## src/design/mem_stage_config.svh

```systemverilog
`ifndef MEM_STAGE_CONFIG_SVH
`define MEM_STAGE_CONFIG_SVH

// Linear address width.
`define MEM_ADDR_W 16

// Register, memory and immediate value width.
`define MEM_DATA_W 32

// Segment limit width.
`define MEM_LIM_W 16

// Word index width of the local data RAM.
`define MEM_RAM_AW 6

`define MEM_RAM_DEPTH (1 << `MEM_RAM_AW)

`endif

```

## src/design/mem_stage_pkg.sv

```systemverilog
`include "mem_stage_config.svh"

package mem_stage_pkg;

    typedef logic [`MEM_ADDR_W-1:0] addr_t;
    typedef logic [`MEM_DATA_W-1:0] data_t;
    typedef logic [`MEM_LIM_W-1:0]  lim_t;

    // Code n selects an access of 2**n bytes.
    typedef logic [1:0] opsize_t;

    // One-hot or zero. Bit n forces size code n.
    typedef logic [3:0] ovr_t;

    // Access kind. 0 is none, 1 is read, 2 is write.
    typedef logic [1:0] rw_t;

    // Bit 0 flags a segment limit fault, bit 1 comes from earlier stages.
    typedef logic [1:0] exc_t;

    typedef enum logic [1:0] {
        OP_REG   = 2'd0,
        OP_MEM   = 2'd1,
        OP_IMM   = 2'd2,
        OP_ADDR2 = 2'd3
    } op_sel_t;

endpackage

```

## src/design/mem_addr_gen.sv

```systemverilog
`timescale 1ns/100ps

module mem_addr_gen (
    input  logic                   clk,
    input  logic                   rst_n,
    input  logic                   valid_in,
    output logic                   stall,
    input  logic                   s1_ready,
    input  mem_stage_pkg::opsize_t opsize,
    input  mem_stage_pkg::ovr_t    size_ovr,
    input  logic                   is_push,
    input  mem_stage_pkg::addr_t   addr1,
    input  mem_stage_pkg::addr_t   addr2,
    input  mem_stage_pkg::rw_t     rw1,
    input  mem_stage_pkg::rw_t     rw2,
    input  mem_stage_pkg::lim_t    lim1,
    input  mem_stage_pkg::lim_t    lim2,
    input  mem_stage_pkg::data_t   reg1,
    input  mem_stage_pkg::data_t   reg2,
    input  mem_stage_pkg::data_t   imm,
    input  mem_stage_pkg::op_sel_t op1_sel,
    input  mem_stage_pkg::op_sel_t op2_sel,
    input  logic                   ie_in,
    input  mem_stage_pkg::exc_t    ie_type_in,
    output logic                   s1_valid,
    output mem_stage_pkg::opsize_t s1_size,
    output mem_stage_pkg::addr_t   s1_addr1,
    output mem_stage_pkg::addr_t   s1_addr2,
    output mem_stage_pkg::rw_t     s1_rw1,
    output mem_stage_pkg::rw_t     s1_rw2,
    output mem_stage_pkg::lim_t    s1_lim1,
    output mem_stage_pkg::lim_t    s1_lim2,
    output mem_stage_pkg::data_t   s1_reg1,
    output mem_stage_pkg::data_t   s1_reg2,
    output mem_stage_pkg::data_t   s1_imm,
    output mem_stage_pkg::op_sel_t s1_op1_sel,
    output mem_stage_pkg::op_sel_t s1_op2_sel,
    output logic                   s1_ie,
    output mem_stage_pkg::exc_t    s1_ie_type
);

    mem_stage_pkg::opsize_t eff_size;
    mem_stage_pkg::addr_t   push_bytes;
    mem_stage_pkg::addr_t   addr2_adj;
    logic                   load;

    always_comb begin
        case (size_ovr)
            4'b0001: eff_size = 2'd0;
            4'b0010: eff_size = 2'd1;
            4'b0100: eff_size = 2'd2;
            4'b1000: eff_size = 2'd3;
            default: eff_size = opsize; // No override present.
        endcase
    end

    // A push moves the stack address down by the operand size, wrapping.
    assign push_bytes = mem_stage_pkg::addr_t'(1) << eff_size;
    assign addr2_adj  = is_push ? addr2 - push_bytes : addr2;

    assign load  = !s1_valid || s1_ready;
    assign stall = !load;

    always_ff @(posedge clk) begin
        if (!rst_n) begin
            s1_valid <= 1'b0;
        end else if (load) begin
            s1_valid <= valid_in;
        end
    end

    always_ff @(posedge clk) begin
        if (load) begin
            s1_size    <= eff_size;
            s1_addr1   <= addr1;
            s1_addr2   <= addr2_adj;
            s1_rw1     <= rw1;
            s1_rw2     <= rw2;
            s1_lim1    <= lim1;
            s1_lim2    <= lim2;
            s1_reg1    <= reg1;
            s1_reg2    <= reg2;
            s1_imm     <= imm;
            s1_op1_sel <= op1_sel;
            s1_op2_sel <= op2_sel;
            s1_ie      <= ie_in;
            s1_ie_type <= ie_type_in;
        end
    end

    a_ovr_onehot: assert property (@(posedge clk) disable iff (!rst_n)
        valid_in |-> $onehot0(size_ovr));

    // The producer keeps the instruction steady until the stage takes it.
    a_hold_inputs: assert property (@(posedge clk) disable iff (!rst_n)
        valid_in && stall |=> valid_in && $stable({opsize, size_ovr, is_push, addr1, addr2,
            rw1, rw2, lim1, lim2, reg1, reg2, imm, op1_sel, op2_sel, ie_in, ie_type_in}));

endmodule

```

## src/design/mem_seg_check.sv

```systemverilog
`timescale 1ns/100ps
`include "mem_stage_config.svh"

module mem_seg_check (
    input  logic                   s1_valid,
    input  mem_stage_pkg::opsize_t s1_size,
    input  mem_stage_pkg::addr_t   s1_addr1,
    input  mem_stage_pkg::addr_t   s1_addr2,
    input  mem_stage_pkg::rw_t     s1_rw1,
    input  mem_stage_pkg::rw_t     s1_rw2,
    input  mem_stage_pkg::lim_t    s1_lim1,
    input  mem_stage_pkg::lim_t    s1_lim2,
    output logic                   seg_fault
);

    logic [`MEM_ADDR_W:0] nbytes;
    logic                 fault1;
    logic                 fault2;

    // The end address carries one extra bit so a run past the top cannot wrap.
    function automatic logic access_fault(
        input mem_stage_pkg::addr_t addr,
        input mem_stage_pkg::lim_t  lim,
        input mem_stage_pkg::rw_t   rw,
        input logic [`MEM_ADDR_W:0] len
    );
        logic [`MEM_ADDR_W:0] end_addr;
        end_addr = {1'b0, addr} + len - 1'b1;
        return (rw != 2'd0) && (end_addr > lim);
    endfunction

    assign nbytes = (`MEM_ADDR_W+1)'(1) << s1_size;

    assign fault1 = access_fault(s1_addr1, s1_lim1, s1_rw1, nbytes);
    assign fault2 = access_fault(s1_addr2, s1_lim2, s1_rw2, nbytes);

    assign seg_fault = s1_valid && (fault1 || fault2);

endmodule

```

## src/design/mem_data_ram.sv

```systemverilog
`timescale 1ns/100ps
`include "mem_stage_config.svh"

module mem_data_ram (
    input  logic                 clk,
    input  mem_stage_pkg::addr_t rd_addr,
    output mem_stage_pkg::data_t rd_data,
    input  logic                 wb_valid,
    input  mem_stage_pkg::addr_t wb_addr,
    input  mem_stage_pkg::data_t wb_data
);

    mem_stage_pkg::data_t     mem [`MEM_RAM_DEPTH];
    logic [`MEM_RAM_AW-1:0]   rd_idx;
    logic [`MEM_RAM_AW-1:0]   wb_idx;

    // Word addressed, so the byte offset bits drop out.
    assign rd_idx = rd_addr[`MEM_RAM_AW+1:2];
    assign wb_idx = wb_addr[`MEM_RAM_AW+1:2];

    always_ff @(posedge clk) begin
        if (wb_valid) begin
            mem[wb_idx] <= wb_data;
        end
    end

    assign rd_data = mem[rd_idx]; // Same-cycle write is not forwarded.

endmodule

```

## src/design/mem_operand_sel.sv

```systemverilog
`timescale 1ns/100ps

module mem_operand_sel (
    input  logic                   clk,
    input  logic                   rst_n,
    input  logic                   hold,
    input  logic                   s1_valid,
    output logic                   s1_ready,
    input  mem_stage_pkg::data_t   s1_reg1,
    input  mem_stage_pkg::data_t   s1_reg2,
    input  mem_stage_pkg::data_t   s1_imm,
    input  mem_stage_pkg::addr_t   s1_addr2,
    input  mem_stage_pkg::data_t   rd_data,
    input  mem_stage_pkg::op_sel_t s1_op1_sel,
    input  mem_stage_pkg::op_sel_t s1_op2_sel,
    input  logic                   s1_ie,
    input  mem_stage_pkg::exc_t    s1_ie_type,
    input  logic                   seg_fault,
    output logic                   valid_out,
    output mem_stage_pkg::data_t   op1_val,
    output mem_stage_pkg::data_t   op2_val,
    output logic                   ie_out,
    output mem_stage_pkg::exc_t    ie_type_out
);

    mem_stage_pkg::data_t op1_nxt;
    mem_stage_pkg::data_t op2_nxt;
    logic                 ie_nxt;
    mem_stage_pkg::exc_t  ie_type_nxt;

    // The register source differs per slot, the rest is shared.
    function automatic mem_stage_pkg::data_t pick(
        input mem_stage_pkg::op_sel_t sel,
        input mem_stage_pkg::data_t   reg_val,
        input mem_stage_pkg::data_t   mem_val,
        input mem_stage_pkg::data_t   imm_val,
        input mem_stage_pkg::addr_t   addr_val
    );
        case (sel)
            mem_stage_pkg::OP_REG:   return reg_val;
            mem_stage_pkg::OP_MEM:   return mem_val;
            mem_stage_pkg::OP_IMM:   return imm_val;
            default:                 return mem_stage_pkg::data_t'(addr_val);
        endcase
    endfunction

    assign op1_nxt = pick(s1_op1_sel, s1_reg1, rd_data, s1_imm, s1_addr2);
    assign op2_nxt = pick(s1_op2_sel, s1_reg2, rd_data, s1_imm, s1_addr2);

    // A new limit fault joins whatever the instruction already carries.
    assign ie_nxt      = s1_valid && (s1_ie || seg_fault);
    assign ie_type_nxt = {s1_valid && s1_ie_type[1], seg_fault};

    assign s1_ready = !valid_out || !hold;

    always_ff @(posedge clk) begin
        if (!rst_n) begin
            valid_out   <= 1'b0;
            ie_out      <= 1'b0;
            ie_type_out <= '0;
        end else if (s1_ready) begin
            valid_out   <= s1_valid;
            ie_out      <= ie_nxt;
            ie_type_out <= ie_type_nxt;
        end
    end

    always_ff @(posedge clk) begin
        if (s1_ready) begin
            op1_val <= op1_nxt;
            op2_val <= op2_nxt;
        end
    end

    a_out_stable: assert property (@(posedge clk) disable iff (!rst_n)
        valid_out && hold |=> valid_out && $stable({op1_val, op2_val, ie_out, ie_type_out}));

endmodule

```

## src/design/mem_stage_top.sv

```systemverilog
`timescale 1ns/100ps

module mem_stage_top (
    input  logic                   clk,
    input  logic                   rst_n,
    input  logic                   valid_in,
    output logic                   stall,
    input  mem_stage_pkg::opsize_t opsize,
    input  mem_stage_pkg::ovr_t    size_ovr,
    input  logic                   is_push,
    input  mem_stage_pkg::addr_t   addr1,
    input  mem_stage_pkg::addr_t   addr2,
    input  mem_stage_pkg::rw_t     rw1,
    input  mem_stage_pkg::rw_t     rw2,
    input  mem_stage_pkg::lim_t    lim1,
    input  mem_stage_pkg::lim_t    lim2,
    input  mem_stage_pkg::data_t   reg1,
    input  mem_stage_pkg::data_t   reg2,
    input  mem_stage_pkg::data_t   imm,
    input  mem_stage_pkg::op_sel_t op1_sel,
    input  mem_stage_pkg::op_sel_t op2_sel,
    input  logic                   ie_in,
    input  mem_stage_pkg::exc_t    ie_type_in,
    input  logic                   hold,
    output logic                   valid_out,
    output mem_stage_pkg::data_t   op1_val,
    output mem_stage_pkg::data_t   op2_val,
    output logic                   ie_out,
    output mem_stage_pkg::exc_t    ie_type_out,
    input  logic                   wb_valid,
    input  mem_stage_pkg::addr_t   wb_addr,
    input  mem_stage_pkg::data_t   wb_data
);

    logic                   s1_valid;
    logic                   s1_ready;
    mem_stage_pkg::opsize_t s1_size;
    mem_stage_pkg::addr_t   s1_addr1;
    mem_stage_pkg::addr_t   s1_addr2;
    mem_stage_pkg::rw_t     s1_rw1;
    mem_stage_pkg::rw_t     s1_rw2;
    mem_stage_pkg::lim_t    s1_lim1;
    mem_stage_pkg::lim_t    s1_lim2;
    mem_stage_pkg::data_t   s1_reg1;
    mem_stage_pkg::data_t   s1_reg2;
    mem_stage_pkg::data_t   s1_imm;
    mem_stage_pkg::op_sel_t s1_op1_sel;
    mem_stage_pkg::op_sel_t s1_op2_sel;
    logic                   s1_ie;
    mem_stage_pkg::exc_t    s1_ie_type;
    logic                   seg_fault;
    mem_stage_pkg::data_t   rd_data;

    mem_addr_gen i_addr_gen (
        .clk        (clk),
        .rst_n      (rst_n),
        .valid_in   (valid_in),
        .stall      (stall),
        .s1_ready   (s1_ready),
        .opsize     (opsize),
        .size_ovr   (size_ovr),
        .is_push    (is_push),
        .addr1      (addr1),
        .addr2      (addr2),
        .rw1        (rw1),
        .rw2        (rw2),
        .lim1       (lim1),
        .lim2       (lim2),
        .reg1       (reg1),
        .reg2       (reg2),
        .imm        (imm),
        .op1_sel    (op1_sel),
        .op2_sel    (op2_sel),
        .ie_in      (ie_in),
        .ie_type_in (ie_type_in),
        .s1_valid   (s1_valid),
        .s1_size    (s1_size),
        .s1_addr1   (s1_addr1),
        .s1_addr2   (s1_addr2),
        .s1_rw1     (s1_rw1),
        .s1_rw2     (s1_rw2),
        .s1_lim1    (s1_lim1),
        .s1_lim2    (s1_lim2),
        .s1_reg1    (s1_reg1),
        .s1_reg2    (s1_reg2),
        .s1_imm     (s1_imm),
        .s1_op1_sel (s1_op1_sel),
        .s1_op2_sel (s1_op2_sel),
        .s1_ie      (s1_ie),
        .s1_ie_type (s1_ie_type)
    );

    mem_seg_check i_seg_check (
        .s1_valid  (s1_valid),
        .s1_size   (s1_size),
        .s1_addr1  (s1_addr1),
        .s1_addr2  (s1_addr2),
        .s1_rw1    (s1_rw1),
        .s1_rw2    (s1_rw2),
        .s1_lim1   (s1_lim1),
        .s1_lim2   (s1_lim2),
        .seg_fault (seg_fault)
    );

    mem_data_ram i_data_ram (
        .clk      (clk),
        .rd_addr  (s1_addr1),
        .rd_data  (rd_data),
        .wb_valid (wb_valid),
        .wb_addr  (wb_addr),
        .wb_data  (wb_data)
    );

    mem_operand_sel i_operand_sel (
        .clk         (clk),
        .rst_n       (rst_n),
        .hold        (hold),
        .s1_valid    (s1_valid),
        .s1_ready    (s1_ready),
        .s1_reg1     (s1_reg1),
        .s1_reg2     (s1_reg2),
        .s1_imm      (s1_imm),
        .s1_addr2    (s1_addr2),
        .rd_data     (rd_data),
        .s1_op1_sel  (s1_op1_sel),
        .s1_op2_sel  (s1_op2_sel),
        .s1_ie       (s1_ie),
        .s1_ie_type  (s1_ie_type),
        .seg_fault   (seg_fault),
        .valid_out   (valid_out),
        .op1_val     (op1_val),
        .op2_val     (op2_val),
        .ie_out      (ie_out),
        .ie_type_out (ie_type_out)
    );

endmodule

```

## config.mk

```make
export PLATFORM = sky130hd
export DESIGN_NAME = mem_stage_top
export DESIGN_NICKNAME = d
export VERILOG_FILES = /design/src/design/mem_stage_pkg.sv /design/src/design/mem_addr_gen.sv /design/src/design/mem_seg_check.sv /design/src/design/mem_data_ram.sv /design/src/design/mem_operand_sel.sv /design/src/design/mem_stage_top.sv
export VERILOG_INCLUDE_DIRS = /design/src /design/src/design
export SDC_FILE = /design/constraint.sdc
export NUM_CORES = 2
export LEC_CHECK = 0
export ABC_AREA = 1
export BUFFER_PORTS_ARGS = -buffer_cell sky130_fd_sc_hd__buf_2
export CAP_MARGIN = 20
export CORE_MARGIN = 4
export CORE_UTILIZATION = 56
export DETAILED_ROUTE_END_ITERATION = 8
export MAX_ROUTING_LAYER = met4
export PLACE_DENSITY = 0.76
export SLEW_MARGIN = 20
export SYNTH_ARGS = -nofsm -noshare
export SYNTH_HDL_FRONTEND = slang
export SYNTH_SLANG_ARGS = --single-unit
```

## constraint.sdc

```tcl
create_clock -name clk -period 8.4 [get_ports clk]
set_input_delay 1.68 -clock clk [delete_from_list [all_inputs] [get_ports clk]]
set_output_delay 1.68 -clock clk [all_outputs]
set_load 0.005 [all_outputs]
```

==> flow_summary.toml <==
[power_and_ir_drop]
p_per_area_nw_per_um2 = 238
vdd.ir_drop.worst_v = 0.000235
p_leak_nw = 34.8

[timing]
finalClockSkew_ns = 0.0434
timing.slew.headroom = -0.200
post-route-worst-setup-slack_ns = 3.55
final-max-slew-violation-count = 217
fin_setup_tns_ns = 0
report.final.setup_viol = 0
hold_viol_final = 0
period_share = 0.577
grt_setup_unrepaired = "false"
worst_slew_pin_tran_ns = 1.80
fin_crit_ns = 4.85
fmaxAchievable_mhz = 206
fin_hold_ws_ns = 0.463

[synth]
synth_enable_flop_cells = 2284
post_synth.cell_area_avg_um2 = 12.8
synth_fp_nets = 7524
ys_async_sr_fraction = 0
synth_top_cells_by_area = "sky130_fd_sc_hd__edfxtp_1, sky130_fd_sc_hd__o21ai_0, sky130_fd_sc_hd__nor2_1"
synth.top_cell.area_share = 0.742
netlist_area_um2 = 92500
synth_sequential_area_ratio = 0.744
synth_flop_cell = "sky130_fd_sc_hd__edfxtp_1"
synth_area_leader_cell = "sky130_fd_sc_hd__edfxtp_1"
ys_top_cells_by_count = "sky130_fd_sc_hd__edfxtp_1, sky130_fd_sc_hd__nor2_1, sky130_fd_sc_hd__o21ai_0"
netlist-cell-type-count = 48
synthMostInstantiatedCell = "sky130_fd_sc_hd__edfxtp_1"
post_synthesis_instance_total = 7216
number_of_warnings_issued_by_yosys = 0
ys_ff_latch = 2295

[clock_network]
numClockSinks = 2295
cts-htree-levels = 4
cts_repair_resize_count = 0
cts_made_buffers = 216
cts.path.max_buffers = 3
clkTransAtPathRegs_ns = 0.06
cts_post_setup_buffers_inserted = 0
clk_latency_ns = 0.89
hold_buffers = 0
cts-root-buf = "sky130_fd_sc_hd__clkbuf_16"
cts_tree = "built"

[final_layout]
fraction_of_layout_instances_using_a_drive_strength_above_1 = 0.106
area_overhead_vs_synth_pct = 11.4
finalNetCount = 7679

[global_routing]
globalRouteTotalUtil = 0.288
grt_first_pass_wirelength_mm = 363
largest_net_degree_at_the_start_of_global_routing = 342
global_route.overflow_total = 0
antenna_violations_before_repair = 24
vias_in_the_first_global_route = 59600

[worst_setup_path]
critPathLaunchType = "flip-flop"
worstPathMaxFanout = 341
critical-path-max-stage-delay_ns = 0.84
end_kind = "flip-flop"
critical_path.most_common_cell = "sky130_fd_sc_hd__nand3_1"
critical_path_arrival_ns = 5.47
critical_path_required_ns = 9.02
critical_path.slowest_cell = "sky130_fd_sc_hd__buf_4"
path_cells = "clkinv_16 > buf_4 > o21ai_0 > o22ai_1 > nand2_1 > nand3_1 > nand3_1 > nand3_1 > and2_1 > nand2_1 > nand3_1"
critPathTopFamily = "buffers and inverters"
crit_path_category = "flip-flop to flip-flop"
cp.buffers_inverters = 2

[routing]
via_count = 61400
drt-total-wl_mm = 246
wl_per_cell_um = 25.3
detail-route-antenna-nets = 0
number_of_search_and_repair_iterations_in_the_first_detailed_routing_pass = 6
detail_route.iter0.violations = 8952
route.detailed.vias_per_inst = 6.30
drc = 0

[die]
die-height_um = 414
initial_util = 0.566
top_level_ports = 300
floorplan.die_area_um2 = 172000
die-width_um = 414
core_region_area_um2 = 164000
core.rowCount = 148

[place]
dp_hpwl_mm = 130
portBuffers = 288
place_ws_ns = 3.50
globalplace.congestion = 0.885

[outcome]
run_status = "finished, violations left"
violations_in_the_final_reports = "max-slew violations"

[flow_run]
maxCapViolations = 0

[worst_hold_path]
hp-class = "flip-flop to flip-flop"
-- flip-flops by register name, indices dropped and copies added (netlist names), 2 cells and up, named ones only --
| register | cells |
|---|---|
| i_addr_gen.s1_lim2 | 16 |
| i_addr_gen.s1_rw1 | 2 |
| i_addr_gen.s1_imm | 32 |
| i_addr_gen.s1_op1_sel | 2 |
| i_addr_gen.s1_size | 2 |
| i_addr_gen.s1_reg1 | 32 |
| i_operand_sel.op2_val | 32 |
| i_addr_gen.s1_reg2 | 32 |
| i_addr_gen.s1_op2_sel | 2 |
| i_operand_sel.ie_type_out | 2 |
| i_operand_sel.op1_val | 32 |
| i_addr_gen.s1_lim1 | 16 |
| i_data_ram.mem | 2048 |
| i_addr_gen.s1_rw2 | 2 |
| i_addr_gen.s1_addr2 | 16 |
| i_addr_gen.s1_addr1 | 16 |
-- path summary, 6_finish.rpt --
path	startpoint	to	slack, ns	cells past startpoint
max reg2reg	flip-flop	i_operand_sel.op1_val[25]	3.55	11
min reg2reg	i_operand_sel.ie_type_out[1]	i_operand_sel.ie_type_out[1]	0.46	2
max	flip-flop	i_operand_sel.op1_val[25]	3.55	11
min	i_operand_sel.ie_type_out[1]	i_operand_sel.ie_type_out[1]	0.46	2
-- cell families (layout without fill, tap and decap cells) --
| family | Yosys count | count (layout) | share of synthesized area |
|---|---|---|---|
| AOI/OAI and AO/OA | 1661 | 1661 | 0.0985 |
| xor gates and xnor gates | 38 | 38 | 0.00360 |
| adders and majority gates | 77 | 77 | 0.0107 |
| buffers and inverters | 625 | 962 | 0.0319 |
| DFF | 2295 | 2295 | 0.744 |
| other | 0 | 20 | 0 |
| and+or+nand+nor | 2520 | 2520 | 0.111 |
-- metal layers --
| layer | routed length, um | vias up | track usage |
|---|---|---|---|
| met1 | 86700 | 29800 | 0.362 |
| li1 | - | 26900 | - |
| met4 | 12900 | 0 | 0.146 |
| met5 | 0 | - | - |
| met2 | 119000 | 4010 | 0.451 |
| met3 | 28300 | 703 | 0.0531 |
-- stage by stage --
stage / instance area (um2) / power, mW / instances / utilization
finish: 103000 / 24.5 / 9748 / 0.630
global route: 103000 / 25.2 / 9746 / 0.630
CTS: 103000 / 24.5 / 9726 / 0.629
detailed placement: 95900 / 15.0 / 9326 / 0.586
global placement: 95900 / 14.9 / 9326 / 0.586
floorplan: 92500 / 14.3 / 7216 / -
-- worst min-delay path, cell delays in order (launching register included) --
cell	delay, ns
sky130_fd_sc_hd__dfxtp_1	0.31
sky130_fd_sc_hd__nand2_1	0.06
sky130_fd_sc_hd__a21oi_1	0.05
-- where the power goes --
| part | leakage [nW] | switching, mW | internal, mW |
|---|---|---|---|
| logic | 10.4 | 1.39 | 0.570 |
| registers | 21.0 | 0.0813 | 12.8 |
| clock network | 3.41 | 4.23 | 5.47 |
-- layout by cell type, fill, tap and decap left out, types with 4 or more instances in the layout --
| cell type | n |
|---|---|
| sky130_fd_sc_hd__clkinv_16 | 4 |
| sky130_fd_sc_hd__clkinvlp_4 | 8 |
| sky130_fd_sc_hd__xnor2_1 | 13 |
| sky130_fd_sc_hd__dfxtp_1 | 5 |
| sky130_fd_sc_hd__o22ai_1 | 515 |
| sky130_fd_sc_hd__buf_12 | 12 |
| sky130_fd_sc_hd__nor2_1 | 1075 |
| sky130_fd_sc_hd__buf_4 | 134 |
| sky130_fd_sc_hd__a221oi_1 | 11 |
| sky130_fd_sc_hd__inv_6 | 4 |
| sky130_fd_sc_hd__nor2_4 | 58 |
| sky130_fd_sc_hd__clkinv_1 | 60 |
| sky130_fd_sc_hd__a22oi_2 | 7 |
| sky130_fd_sc_hd__clkbuf_1 | 44 |
| sky130_fd_sc_hd__inv_16 | 7 |
| sky130_fd_sc_hd__dfxtp_4 | 5 |
| sky130_fd_sc_hd__edfxtp_1 | 2284 |
| sky130_fd_sc_hd__nand4_1 | 34 |
| sky130_fd_sc_hd__clkinv_2 | 34 |
| sky130_fd_sc_hd__diode_2 | 20 |
| sky130_fd_sc_hd__o21ai_1 | 58 |
| sky130_fd_sc_hd__bufinv_16 | 23 |
| sky130_fd_sc_hd__a21oi_1 | 43 |
| sky130_fd_sc_hd__nor3_1 | 5 |
| sky130_fd_sc_hd__buf_2 | 261 |
| sky130_fd_sc_hd__a21boi_1 | 4 |
| sky130_fd_sc_hd__clkbuf_16 | 217 |
| sky130_fd_sc_hd__o21ai_0 | 1006 |
| sky130_fd_sc_hd__nand3_1 | 508 |
| sky130_fd_sc_hd__nor4_2 | 9 |
| sky130_fd_sc_hd__ha_1 | 74 |
| sky130_fd_sc_hd__nand3b_1 | 5 |
| sky130_fd_sc_hd__nand2_1 | 801 |
| sky130_fd_sc_hd__xor2_1 | 25 |
| sky130_fd_sc_hd__inv_1 | 146 |
| sky130_fd_sc_hd__and2_1 | 15 |
-- area by class of cell --
| type | instances | area (um2) |
|---|---|---|
| repair buffers | 408 | 2580 |
| inverters | 154 | 634 |
| well taps | 2175 | 2720 |
| diodes | 20 | 50.0 |
| clock inverters | 139 | 1430 |
| flip-flops and latches | 2295 | 68800 |
| clock buffers | 261 | 5600 |
| fillers | 11500 | 60500 |
| multi-input cells | 4296 | 21200 |
Note: power is estimated with default switching activity, not from simulation.
